### src/verilog/stbuf_settings.svh
// Sizing constants for the L1 data cache store path.
// Include wherever a width or the strand count is needed; the package types build on these.

`ifndef STBUF_SETTINGS_SVH
`define STBUF_SETTINGS_SVH

// Hardware strands sharing the data cache, one store buffer entry each
`define STBUF_STRANDS 4

// Line address split as seen by the L1 and the L2
`define STBUF_TAG_WIDTH 20
`define STBUF_SET_WIDTH 6

// One cache line of payload and its byte enables
`define STBUF_LINE_BITS 512
`define STBUF_MASK_BITS 64

// Responses carrying this unit number belong to the store path
`define STBUF_UNIT_ID 2

`endif

### src/verilog/stbuf_pkg.sv
// Field types and the L2 request opcodes shared by the store path modules.
// Modules import this inside their body and use scoped names in their port lists.

`include "stbuf_settings.svh"

package stbuf_pkg;

	typedef logic [`STBUF_TAG_WIDTH-1:0] l1_tag_t;
	typedef logic [`STBUF_SET_WIDTH-1:0] l1_set_t;
	typedef logic [`STBUF_LINE_BITS-1:0] line_data_t;
	typedef logic [`STBUF_MASK_BITS-1:0] line_mask_t;

	typedef logic [$clog2(`STBUF_STRANDS)-1:0] strand_t;
	typedef logic [`STBUF_STRANDS-1:0] strand_mask_t;

	typedef logic [1:0] unit_t;

	// The L2 identifies this requester by a fixed unit number
	localparam unit_t STBUF_UNIT = unit_t'(`STBUF_UNIT_ID);

	typedef enum logic [2:0]
	{
		L2_OP_STORE      = 3'd1,
		L2_OP_FLUSH      = 3'd2,
		L2_OP_STORE_SYNC = 3'd5
	} l2_op_t;

endpackage

### src/verilog/sync_store_tracker.sv
// Response decode and synchronized store bookkeeping for each strand.
// The first sync attempt waits for the L2, the retry picks up the saved status.

`timescale 1ns/10ps

`include "stbuf_settings.svh"

module sync_store_tracker (
	input  logic                    clk,
	input  logic                    reset_i,
	input  logic                    cpi_valid_i,
	input  stbuf_pkg::unit_t        cpi_unit_i,
	input  stbuf_pkg::strand_t      cpi_strand_i,
	input  logic                    cpi_status_i,
	input  stbuf_pkg::strand_mask_t sync_req_i,
	output stbuf_pkg::strand_mask_t l2_done_mask_o,
	output stbuf_pkg::strand_mask_t sync_wake_o,
	output logic                    sync_rollback_o,
	output stbuf_pkg::strand_mask_t sync_result_o
);

	import stbuf_pkg::*;

	strand_mask_t sync_wait;
	strand_mask_t sync_complete;
	strand_mask_t sync_start;

	// Other units share the response bus, so filter on the unit number
	assign l2_done_mask_o = (cpi_valid_i && cpi_unit_i == STBUF_UNIT)
		? (strand_mask_t'(1) << cpi_strand_i) : '0;

	// A request without a saved result has to go to the L2 first
	assign sync_start = sync_req_i & ~sync_complete;
	assign sync_rollback_o = (sync_start != '0);

	assign sync_wake_o = l2_done_mask_o & sync_wait;

	always_ff @(posedge clk)
	begin
		if (reset_i)
		begin
			sync_wait <= '0;
			sync_complete <= '0;
		end
		else
		begin
			sync_wait <= (sync_wait | sync_start) & ~l2_done_mask_o;
			// The retry consumes the result, clearing complete for the next sync store
			sync_complete <= (sync_complete | sync_wake_o) & ~sync_req_i;
		end
	end

	always_ff @(posedge clk)
	begin
		if (reset_i)
			sync_result_o <= '0;
		else
		begin
			for (int i = 0; i < `STBUF_STRANDS; i++)
			begin
				if (sync_wake_o[i])
					sync_result_o[i] <= cpi_status_i;
			end
		end
	end

endmodule

### config.mk
export PLATFORM = sky130hd
export DESIGN_NAME = sync_store_tracker
export DESIGN_NICKNAME = d
export VERILOG_FILES = /design/src/verilog/stbuf_pkg.sv /design/src/verilog/sync_store_tracker.sv
export VERILOG_INCLUDE_DIRS = /design/src /design/src/verilog
export SDC_FILE = /design/constraint.sdc
export NUM_CORES = 1
export LEC_CHECK = 0
export ABC_AREA = 0
export ABC_CLOCK_PERIOD_IN_PS = 1900
export BUFFER_PORTS_ARGS = -buffer_cell sky130_fd_sc_hd__buf_2
export CORE_UTILIZATION = 35
export CTS_CLUSTER_DIAMETER = 60
export DETAILED_ROUTE_END_ITERATION = 10
export PLACE_DENSITY = 0.68
export SLEW_MARGIN = 20
export SYNTH_ARGS = -nofsm -noshare
export SYNTH_HDL_FRONTEND = slang
export SYNTH_SLANG_ARGS = --single-unit
### constraint.sdc
create_clock -name clk -period 1.9 [get_ports clk]
set_input_delay 0.19 -clock clk [delete_from_list [all_inputs] [get_ports clk]]
set_output_delay 0.19 -clock clk [all_outputs]
set_load 0.01 [all_outputs]
**Word-level counts from Yosys, hierarchy flattened**

Cells that the tools add are included.

- Mux-type cells: 1
- Eq/ne operators: 1
- Bitwise gates (word level): 9
- Reduce and logical (&&, ||, !) cells: 2
- Shift-type cells: 1

Operators by type and width:

| cell | count |
|---|---|
| 4-bit bitwise AND | 4 |
| 4-bit NOT | 3 |
| 4-bit OR | 2 |
| 4-bit 2-to-1 mux | 1 |
| 4-bit nonzero test | 1 |
| 1-bit by 2-bit << shifter with 4-bit output, first input constant | 1 |
| 2-bit equality test, second input constant | 1 |
| 1-bit logical AND | 1 |

- Output and inout bits: 13
- Register bits after elaboration: 12

**Logic depth before layout (Yosys ltp)**

Gate-level depths: netlist of run 1.

- Depth after elaboration: 6
- Depth in mapped cells: 3

**Worst setup path after synthesis of run 1**

OpenSTA, ideal clock, no wires.

- Kind: input port to flip-flop
- Start point: in cpi_unit_i[0]
- End point: reg sync_result_o[0]
- Arrival: 0.974 ns
- Stages: 3
- Setup time: 0.072 ns
- Path buffers: 0
- Path slack: 0.854 ns
- Path through: and4bb_4 > nor3b_4 > mux2i_1

- Cells in the longest elaborated chain, start to end: 4

Ends and longest elaborated chain:

| what | RTL line | source |
|---|---|---|
| start: declaration | sync_store_tracker.sv:12 | `input stbuf_pkg::unit_t cpi_unit_i,` |
| 2-bit equality test | sync_store_tracker.sv:29 | `assign l2_done_mask_o = (cpi_valid_i && cpi_unit_i == STBUF_UNIT)` |
| 1-bit logical AND | sync_store_tracker.sv:29 |  |
| 4-bit 2-to-1 mux | sync_store_tracker.sv:30 | `? (strand_mask_t'(1) << cpi_strand_i) : '0;` |
| 4-bit bitwise AND | sync_store_tracker.sv:36 | `assign sync_wake_o = l2_done_mask_o & sync_wait;` |
| named net sync_wake_o[0] | sync_store_tracker.sv:17 | `output stbuf_pkg::strand_mask_t sync_wake_o,` |
| end signal: indexed assignment | sync_store_tracker.sv:62 | `sync_result_o[i] <= cpi_status_i;` |
| end: declaration | sync_store_tracker.sv:19 | `output stbuf_pkg::strand_mask_t sync_result_o` |

The timed path passes the listed nets, and every way through them passes these cells.
A chain may end at the register's enable or synchronous reset.

**Final worst setup path of run 1**

- Start point: reg sync_wait[1]
- End point: out sync_wake_o[1]

- Cells in the longest elaborated chain, start to end: 1

Ends and longest elaborated chain:

| what | RTL line | source |
|---|---|---|
| start: declaration | sync_store_tracker.sv:24 | `strand_mask_t sync_wait;` |
| start signal: assignment | sync_store_tracker.sv:47 | `sync_wait <= (sync_wait \| sync_start) & ~l2_done_mask_o;` |
| 4-bit bitwise AND | sync_store_tracker.sv:36 |  |
| end: declaration | sync_store_tracker.sv:17 |  |

No other way between the ends.

==> results.md, run 1 <==
* Largest net degree at the start of global routing at 14
* Initial antenna violation count at 0
* Worst path arrival time at 1070 ps
* Final setup fails at 0
* Req. time, crit path at 1710 ps
* Syn nets at 68
* Crit start category: flip-flop
* GRT Total Usage at 0.155
* Routability-driven placement congestion ratio at between 0.7 and 0.8
* Post-CTS Resized at 0
* Crit path largest cell delay at 320 ps
* DP HPWL at 848 um
* Tcrit/Tclk final at 0.663
* IO Count at 25
* Max Buffers Root-to-Sink at 2
* Critical Path End Type: primary output
* Postcts setup bufs at 0
* Largest cells by area after synthesis: dfxtp_1 44%, nand2b_1 9.2%, mux2i_1 7.4%
* DRC viols at 0
* Slew margin rel. at 0.840
* Clock-pin slew on the worst setup and hold paths at 80 ps
* Root Buffer: clkbuf_4
* Worst Hold Class: input port to flip-flop
* Global-route wire length before repair at about 1700 um
* Nets at 95
* Most frequent cells in the layout: 24 x buf_2, 12 x dfxtp_1, 8 x nand2b_1
* Filler Cell Count at 148
* Yosys cell types at 22
* Routed Antenna Nets at 0
* Routed wire length at 1090 um
* Hold Vio Cnt, Final at 0
* CP Class: flip-flop to primary output
* RSZ-0062 raised after global routing: no
* CTS tree: yes
* Site Rows at 13
* Syn Std Cell Area at 543 um^2
* Register-to-register setup slack at 1020 ps
* Worst hold slack at 90.6 ps
* Synth warn at 0
* Area grow syn2layout at 30.6%
* WL/cell at 11.2 um
* Drt pass-1 iters at 2
* Pleak at 0.000351 uW
* Number of CTS-inserted buffers at 3
* Top cell type's share of synthesized area at 0.442
* Vias in the first global route at roughly 430
* Die Span Y at 41.4 um
* Clock H-tree levels at 1
* Pins Over Slew Limit at 0
* Die ar. at 0.00171 mm^2
* Max Cap Viol at 0
* Share of layout cells above drive strength 1 at 0.390
* Sink Count at 12
* Critical-path cell list: inv_1, nor3_2, buf_2
* Worst slew pin tran at about 240 ps
* Clk Latency, worst-skew pair at roughly 280 ps
* Cell with the largest stage delay on the worst path: dfxtp_1
* Commonest non-fill, non-tap cell in the layout: buf_2
* Status: finished clean
* Vias post-DR at 485
* Footprint of the multi-input gates at 272 um^2
* Port buffer count at 24
* Yosys reg bits at 12
* Die width at between 40 and 50 um
* Power density over the cells at approximately 730 mW/mm^2
* Gate Count Post-Synth at 56
* Congestion Overflow GR at 0
* Largest area contributor in the netlist: dfxtp_1
* Final setup TNS at 0 ps
* Critical Path Fanout Max at 3
* Sequential fraction of the synthesis area at 0.442
* Fin Clk Skew at 7.56 ps
* Hold-fix buffers, CTS at 0
* Avg Cell Area, Syn at 9.70 um^2
* Diodes inserted at 0
* Initial Util at 0.397
* Number of DRC markers in iteration 0 at 3
* VDD IR-drop max at 0.000370 V
* Final Critical Period at 1260 ps
* Core box area at about 0.0014 mm^2
* Vias/cell at 5.00
* Flip-flop and latch area at 240 um^2
* Max Freq at 0.794 GHz
critical path: cells and delay by family, from the launching register on:
family	cells	cell delay [ps]
buf+inv	2	230
flops	1	320
simple gates	1	240
flip-flops by register name (all words and copies together), names as in the netlist:
signal	count
sync_result_o	4
sync_complete	4
sync_wait	4
path summary, 6_finish.rpt:
kind | startpoint | endpoint | depth (start not counted)
worst min register to register | sync_complete[0]$_SDFF_PP0_ | sync_complete[0]$_SDFF_PP0_ | 1
worst max-delay path | sync_wait[1]$_SDFF_PP0_ | sync_wake_o[1] | 3
worst min-delay path | sync_req_i[2] | sync_complete[2]$_SDFF_PP0_ | 2
worst max register to register | sync_wait[3]$_SDFF_PP0_ | sync_complete[3]$_SDFF_PP0_ | 2
power breakdown:
| part | internal, uW | switching [uW] | total (uW) |
|---|---|---|---|
| Clock | 117 | 91.3 | 208 |
| Combinational | 22.4 | 26.5 | 48.9 |
| Sequential | 259 | 3.24 | 262 |
| Total | 398 | 121 | 519 |
Yosys cell counts:
master     number
dfxtp_1        12
nand2b_1        8
inv_1           6
a211oi_1        4
mux2i_1         4
nor2_1          3
and3_1          2
nor3_1          2
o21a_1          2
a21oi_1         1
a31oi_1         1
and2_1          1
and3b_2         1
and4bb_4        1
clkbuf_1        1
clkbuf_2        1
nand4_1         1
nand4b_1        1
nor2b_1         1
nor3_2          1
nor3b_4         1
o2111ai_1       1
through the flow:
stage / worst slack [ps] / std cells / util / total power (uW) / instance area [um^2]
2_1_floorplan: 854 / 56 / - / 295 / 543
3_3_place_gp: 673 / 93 / 0.493 / 316 / 673
3_5_place_dp: 655 / 93 / 0.493 / 317 / 673
4_1_cts: 631 / 97 / 0.519 / 523 / 709
5_1_grt: 599 / 97 / 0.519 / 539 / 709
6_report: 641 / 97 / 0.519 / 519 / 709
layer usage:
metal	GRT usage	vias to the layer above	routed length, um
met3	0.0479	2	66
li1	-	251	-
met4	0.0726	0	15
met1	0.175	217	506
met5	0	-	0
met2	0.266	15	502
kinds of logic (layout without fill, tap and decap cells):
| group | Yosys count | after routing | synth area share |
|---|---|---|---|
| AND/OR/NAND/NOR | 23 | 23 | 0.306 |
| flip-flops | 12 | 12 | 0.442 |
| AO/OA/AOI/OAI | 9 | 9 | 0.120 |
| buffers and inverters | 8 | 34 | 0.0576 |
| multiplexers | 4 | 4 | 0.0737 |
layout make-up:
class                   instances  area share
multi-input cells              36       0.383
flip-flops and latches         12       0.339
repair buffers                 24       0.169
clock buffers                   4      0.0511
inverters                       6      0.0317
well taps                      15      0.0265
(Power assumes the default switching activity.)
==> run 2, diff against run 1 <==
--- a/config.mk
+++ b/config.mk
@@ -7,12 +7,12 @@
 export NUM_CORES = 1
 export LEC_CHECK = 0
 export ABC_AREA = 0
-export ABC_CLOCK_PERIOD_IN_PS = 1900
+export ABC_CLOCK_PERIOD_IN_PS = 1100
 export BUFFER_PORTS_ARGS = -buffer_cell sky130_fd_sc_hd__buf_2
 export CORE_UTILIZATION = 35
 export CTS_CLUSTER_DIAMETER = 60
 export DETAILED_ROUTE_END_ITERATION = 10
-export PLACE_DENSITY = 0.68
+export PLACE_DENSITY = 0.7
 export SLEW_MARGIN = 20
 export SYNTH_ARGS = -nofsm -noshare
 export SYNTH_HDL_FRONTEND = slang
==> constraint.sdc (replaced) <==
create_clock -name clk -period 1.1 [get_ports clk]
set_input_delay 0.11 -clock clk [delete_from_list [all_inputs] [get_ports clk]]
set_output_delay 0.11 -clock clk [all_outputs]
set_load 0.01 [all_outputs]
==> results.md, run 2 (synthesis results as in run 1) <==
* Drt pass-1 iters at 4 (+2)
* Number of DRC markers in iteration 0 at 9 (+6)
* Total power at 826 uW (+59%)
* Max Cap Viol at 0 (unchanged)
* Met2 Use GR at 0.297 (+0.0313)
* Max Buffers Root-to-Sink at 2 (unchanged)
* Met3 usage at 0.0479 (unchanged)
* Final setup TNS at 0 ps (unchanged)
* Pleak at 0.000373 uW (+6.3%)
* Initial Util at 0.397 (unchanged)
* Design internal power at 621 uW (+56%)
* Power density over the cells at 1080 mW/mm^2 (+48%)
* Critical Path End Type: primary output
* Die width at 41.4 um (unchanged)
* Critical Path Fanout Max at 2 (-1)
* GR Layer Usage met1 at 0.189 (+0.0142)
* Vias post-DR at 521 (+7.4%)
* Largest net degree at the start of global routing at 14 (unchanged)
* Most frequent cells in the layout: 24 x buf_2, 8 x dfxtp_1, 5 x nand2b_1
* Tcrit/Tclk final at 0.996
* Worst Hold Class: input port to flip-flop
* Vias/cell at 5.21 (+4.2%)
* Comb power frac at 0.124 (+0.030)
* Clk Latency, worst-skew pair at 270 ps (about the same)
* Congestion Overflow GR at 0 (unchanged)
* Biggest regs: sync_complete: 4 flops, sync_result_o: 4 flops, sync_wait: 4 flops
* Filler Cell Count at 133 (-10%)
* DRC viols at 0 (unchanged)
* Worst path arrival time at 990 ps (-80 ps)
* Routed Antenna Nets at 0 (unchanged)
* Pins Over Slew Limit at 0 (unchanged)
* Nets at 99 (+4.2%)
* DP HPWL at 897 um (+5.7%)
* Routed wire length at 1250 um (+14%)
* Clock H-tree levels at 1 (unchanged)
* Clock-pin slew on the worst setup and hold paths at 70 ps (about the same)
* Share of layout cells above drive strength 1 at 0.529 (+0.139)
* Die ar. at 0.00171 mm^2 (unchanged)
* GRT Total Usage at 0.176 (+0.0204)
* Area grow syn2layout at 41.0%
* Fin Clk Skew at 0.382 ps (-7.18 ps)
* Max Freq at between 0.9 and 1 GHz
* Global-route wire length before repair at 1840 um (+10%)
* Seq pwr share at 0.549 (+0.044)
* Vias in the first global route at 447 (+3.7%)
* Req. time, crit path at 990 ps (-720 ps)
* RSZ-0062 raised after global routing: yes
* Site Rows at 13 (unchanged)
* Worst hold slack at 24.7 ps (-66.0 ps)
* Die Span Y at 41.4 um (unchanged)
* Sink Count at 12 (unchanged)
* Sw power at 205 uW (+69%)
* CTS tree: yes
* Number of CTS-inserted buffers at 3 (unchanged)
* Status: finished clean
* Worst slew pin tran at 234 ps (-5.71 ps)
* Routability-driven placement congestion ratio at 0.683 (-12%)
* Most Crowded Layer GR: met2
* Final setup fails at 0 (unchanged)
* Diodes inserted at 0 (unchanged)
* IO Count at 25 (unchanged)
* Initial antenna violation count at 0 (unchanged)
* Final Critical Period at 1100 ps
* Clock network power share at 0.326 (-0.075)
* Hold Vio Cnt, Final at 0 (unchanged)
* Root Buffer: clkbuf_4
* Commonest non-fill, non-tap cell in the layout: buf_2
* Net Sw Frac at 0.248 (+0.0149)
* Slew margin rel. at 0.843 (+0.00374)
* Core box area at 0.00137 mm^2 (unchanged)
* Crit start category: flip-flop
* CP Class: flip-flop to primary output
* Port buffer count at 24 (unchanged)
* WL/cell at 12.5 um (+11%)
* VDD IR-drop max at 0.000540 V (+46%)
## run 2: cell types whose count changed in the layout (fill, tap and decap cells not counted), sizes merged
cell	previous run	this run
buf	24	28
clkbuf	4	3
## run 2: timing repair
| action | in CTS | in global routing |
|---|---|---|
| resized for setup | 5 | 6 |
| hold buffers | 0 | 0 |
| buffers inserted | 3 | 1 |
| endpoints found under the hold margin | 0 | 0 |
| setup endpoints to repair | 4 | 4 |
| pin swaps | 3 | 2 |
## run 2: metrics by stage
| stage | util | area, um^2 | setup slack, ps | instances |
|---|---|---|---|---|
| 4_1_cts | 0.542 | 741 | 0.308 | 99 |
| 5_1_grt | 0.560 | 766 | -50.2 | 100 |
| 3_3_place_gp | 0.493 | 673 | 33.4 | 93 |
| 2_1_floorplan | - | 543 | 134 | 56 |
| 6_report | 0.560 | 766 | 4.63 | 100 |
| 3_5_place_dp | 0.493 | 673 | 22.0 | 93 |
## run 2: power groups by stage
stage	combinational, uW	sequential (uW)	clock, uW
after floorplan	49.0	461	0
after global placement	83.4	462	0
after detailed placement	85.9	462	0
after CTS	94.6	453	276
after global routing	111	456	297
final	103	454	269
## run 2: layout make-up
class                   count  area, um^2  area share
multi-input cells          36         307       0.400
flip-flops and latches     12         245       0.320
repair buffers             28         150       0.196
clock buffers               3        22.5      0.0294
inverters                   6        22.5      0.0294
well taps                  15        18.8      0.0245
## run 2: critical path: stages (launching register included)
cell and delay [ps]:
dfxtp_2 340, nand2b_4 120, o2111ai_2 110, buf_2 150
## run 2: worst paths after layout
path	from	slack (ps)	cells past startpoint	endpoint
min	sync_req_i[3]	20	2	sync_complete[3]$_SDFF_PP0_
max reg2reg	sync_complete[2]$_SDFF_PP0_	160	3	sync_wait[2]$_SDFF_PP0_
min reg2reg	sync_complete[1]$_SDFF_PP0_	460	1	sync_complete[1]$_SDFF_PP0_
max	sync_complete[2]$_SDFF_PP0_	5	3	sync_rollback_o
## run 2: layer usage
layer | wire, um | vias up
li1 | - | 258
met4 | 27 | 0
met5 | 0 | -
met3 | 64 | 4
met1 | 523 | 239
met2 | 632 | 20
==> run 3, diff against run 2 <==
==> constraint.sdc (replaced) <==
create_clock -name clk -period 1.1 [get_ports clk]
set_input_delay 0.055 -clock clk [delete_from_list [all_inputs] [get_ports clk]]
set_output_delay 0.055 -clock clk [all_outputs]
set_load 0.01 [all_outputs]
==> results.md, run 3 (synthesis results as in run 1) <==
* Routed Antenna Nets at 0 (unchanged)
* Most frequent cells in the layout: 24 x buf_2, 11 x dfxtp_1, 6 x nand2b_1
* Req. time, crit path at 1040 ps (+50 ps)
* CTS tree: yes
* Fin Clk Skew at 5.42 ps (+5.04 ps)
* Worst Hold Class: input port to flip-flop
* Die Span Y at 41.4 um (unchanged)
* Vias in the first global route at 413 (-7.6%)
* Critical Path End Type: primary output
* Die width at 41.4 um (unchanged)
* Design Area, Final at 753 um^2 (-1.6%)
* Largest net degree at the start of global routing at 14 (unchanged)
* Crit Reg-Reg Startpoint: sync_wait[3]$_SDFF_PP0_
* Pins Over Slew Limit at 0 (unchanged)
* IO Count at 25 (unchanged)
* Crit start category: flip-flop
* Clk Latency, worst-skew pair at 270 ps (about the same)
* Hold_sp: sync_req_i[0]
* Filler Cell Count at 144 (+8.3%)
* RSZ-0062 raised after global routing: yes
* Drt pass-1 iters at 2 (-2)
* Post-DP Area at 673 um^2 (unchanged)
* Max Freq at 0.926 GHz (+1.4%)
* VDD IR-drop max at 0.000671 V (+24%)
* Site Rows at 13 (unchanged)
* Routed wire length at 1150 um (-7.6%)
* Final setup TNS at 0 ps (unchanged)
* Power density over the cells at 1080 mW/mm^2 (-0.26%)
* CP Class: flip-flop to primary output
* Root Buffer: clkbuf_4
* Share of layout cells above drive strength 1 at 0.435 (-0.0941)
* Reg-to-reg critical path endpoint: sync_result_o[3]$_SDFFE_PP0P_
* Worst slew pin tran at 213 ps (-20.1 ps)
* Flip-flop and latch area at 241 um^2 (-1.5%)
* Vias/cell at 4.98 (-4.4%)
* Die ar. at 0.00171 mm^2 (unchanged)
* Hold Vio Cnt, Final at 0 (unchanged)
* Hold depth at 3 (+1)
* Slew margin rel. at 0.857 (+0.0135)
* Hold Path End: sync_wait[0]$_SDFF_PP0_
* Number of DRC markers in iteration 0 at 3 (-6)
* Status: finished clean
* Clock-pin slew on the worst setup and hold paths at 70 ps (about the same)
* Port buffer count at 24 (unchanged)
* Clock H-tree levels at 1 (unchanged)
* Congestion Overflow GR at 0 (unchanged)
* Nets at 99 (unchanged)
* DRC viols at 0 (unchanged)
* Footprint of the multi-input gates at 293 um^2 (-4.5%)
* Diodes inserted at 0 (unchanged)
* Reg2reg path depth at 3 (unchanged)
* Tcrit/Tclk final at 0.982 (-0.0138)
* Max Buffers Root-to-Sink at 2 (unchanged)
* Worst path arrival time at 1030 ps (+40 ps)
* Initial Util at 0.397 (unchanged)
* Register-to-register setup slack at 220 ps (+60 ps)
* GRT Total Usage at 0.161 (-0.0145)
* Commonest non-fill, non-tap cell in the layout: buf_2
* Number of CTS-inserted buffers at 3 (unchanged)
* Routability-driven placement congestion ratio at 0.691 (+1.2%)
* Total power at 810 uW (-1.9%)
* Biggest regs: sync_complete: 4 flops, sync_result_o: 4 flops, sync_wait: 4 flops
* Final setup fails at 0 (unchanged)
* WL/cell at 11.5 um (-7.6%)
* Global-route wire length before repair at 1730 um (-6.0%)
* Pleak at 0.000369 uW (-1.2%)
* Core box area at 0.00137 mm^2 (unchanged)
* Vias post-DR at 498 (-4.4%)
* Final core occ at 0.551 (-0.00916)
* Initial antenna violation count at 0 (unchanged)
* Worst hold slack at 73.0 ps (+48.4 ps)
* Critical Path Fanout Max at 3 (+1)
* Max Cap Viol at 0 (unchanged)
* Area grow syn2layout at 38.7%
* Sink Count at 12 (unchanged)
* Final Critical Period at 1080 ps (-15.2 ps)
## run 3: metal layers
metal / wire (um) / global-route usage
met1: 527 / 0.182
met2: 562 / 0.266
met3: 63 / 0.0798
met5: 0 / 0
met4: 0 / 0.0484
## run 3: how the worst max path moves through the flow
stage	cells after the start	from	to	slack, ps
2_1_floorplan	3	cpi_unit_i[0]	sync_result_o[0]$_SDFFE_PP0P_	190
3_3_place_gp	4	cpi_unit_i[0]	sync_result_o[0]$_SDFFE_PP0P_	110
3_5_place_dp	4	cpi_unit_i[0]	sync_result_o[0]$_SDFFE_PP0P_	80
4_1_cts	3	sync_wait[0]$_SDFF_PP0_	sync_wake_o[0]	6
5_1_grt	3	sync_wait[0]$_SDFF_PP0_	sync_wake_o[0]	-50
6_report	3	sync_wait[0]$_SDFF_PP0_	sync_wake_o[0]	20
## run 3: critical path, stage by stage, from the launching register on
cell	delay (ps)
dfxtp_2	320
inv_2	40
nor3b_4	220
buf_2	170
## run 3: repair_timing
item                       in CTS  in global routing
buffers inserted                0                  2
gates resized for setup         1                  4
hold buffers                    2                  0
pin swaps                       0                  3
setup endpoints to repair       1                  5
hold endpoints to repair        2                  0
## run 3: cell type report
type,instances,area share
Clock buffer,3,0.0299
Inverter,6,0.0299
Tap cell,15,0.0249
Timing Repair Buffer,28,0.206
Multi-Input combinational cell,36,0.389
Sequential cell,12,0.321
## run 3: metrics by stage
step | worst slack (ps) | instances
floorplan | 189 | 56
global placement | 114 | 93
detailed placement | 84.6 | 93
CTS | 5.56 | 98
global route | -54.4 | 100
finish | 19.8 | 100
## run 3: report_power, final
group          total [uW]  internal, uW  switching, uW
Combinational        99.7          47.0           52.7
Sequential            453           447           5.32
Clock                 258           126            131
Total                 810           621            189
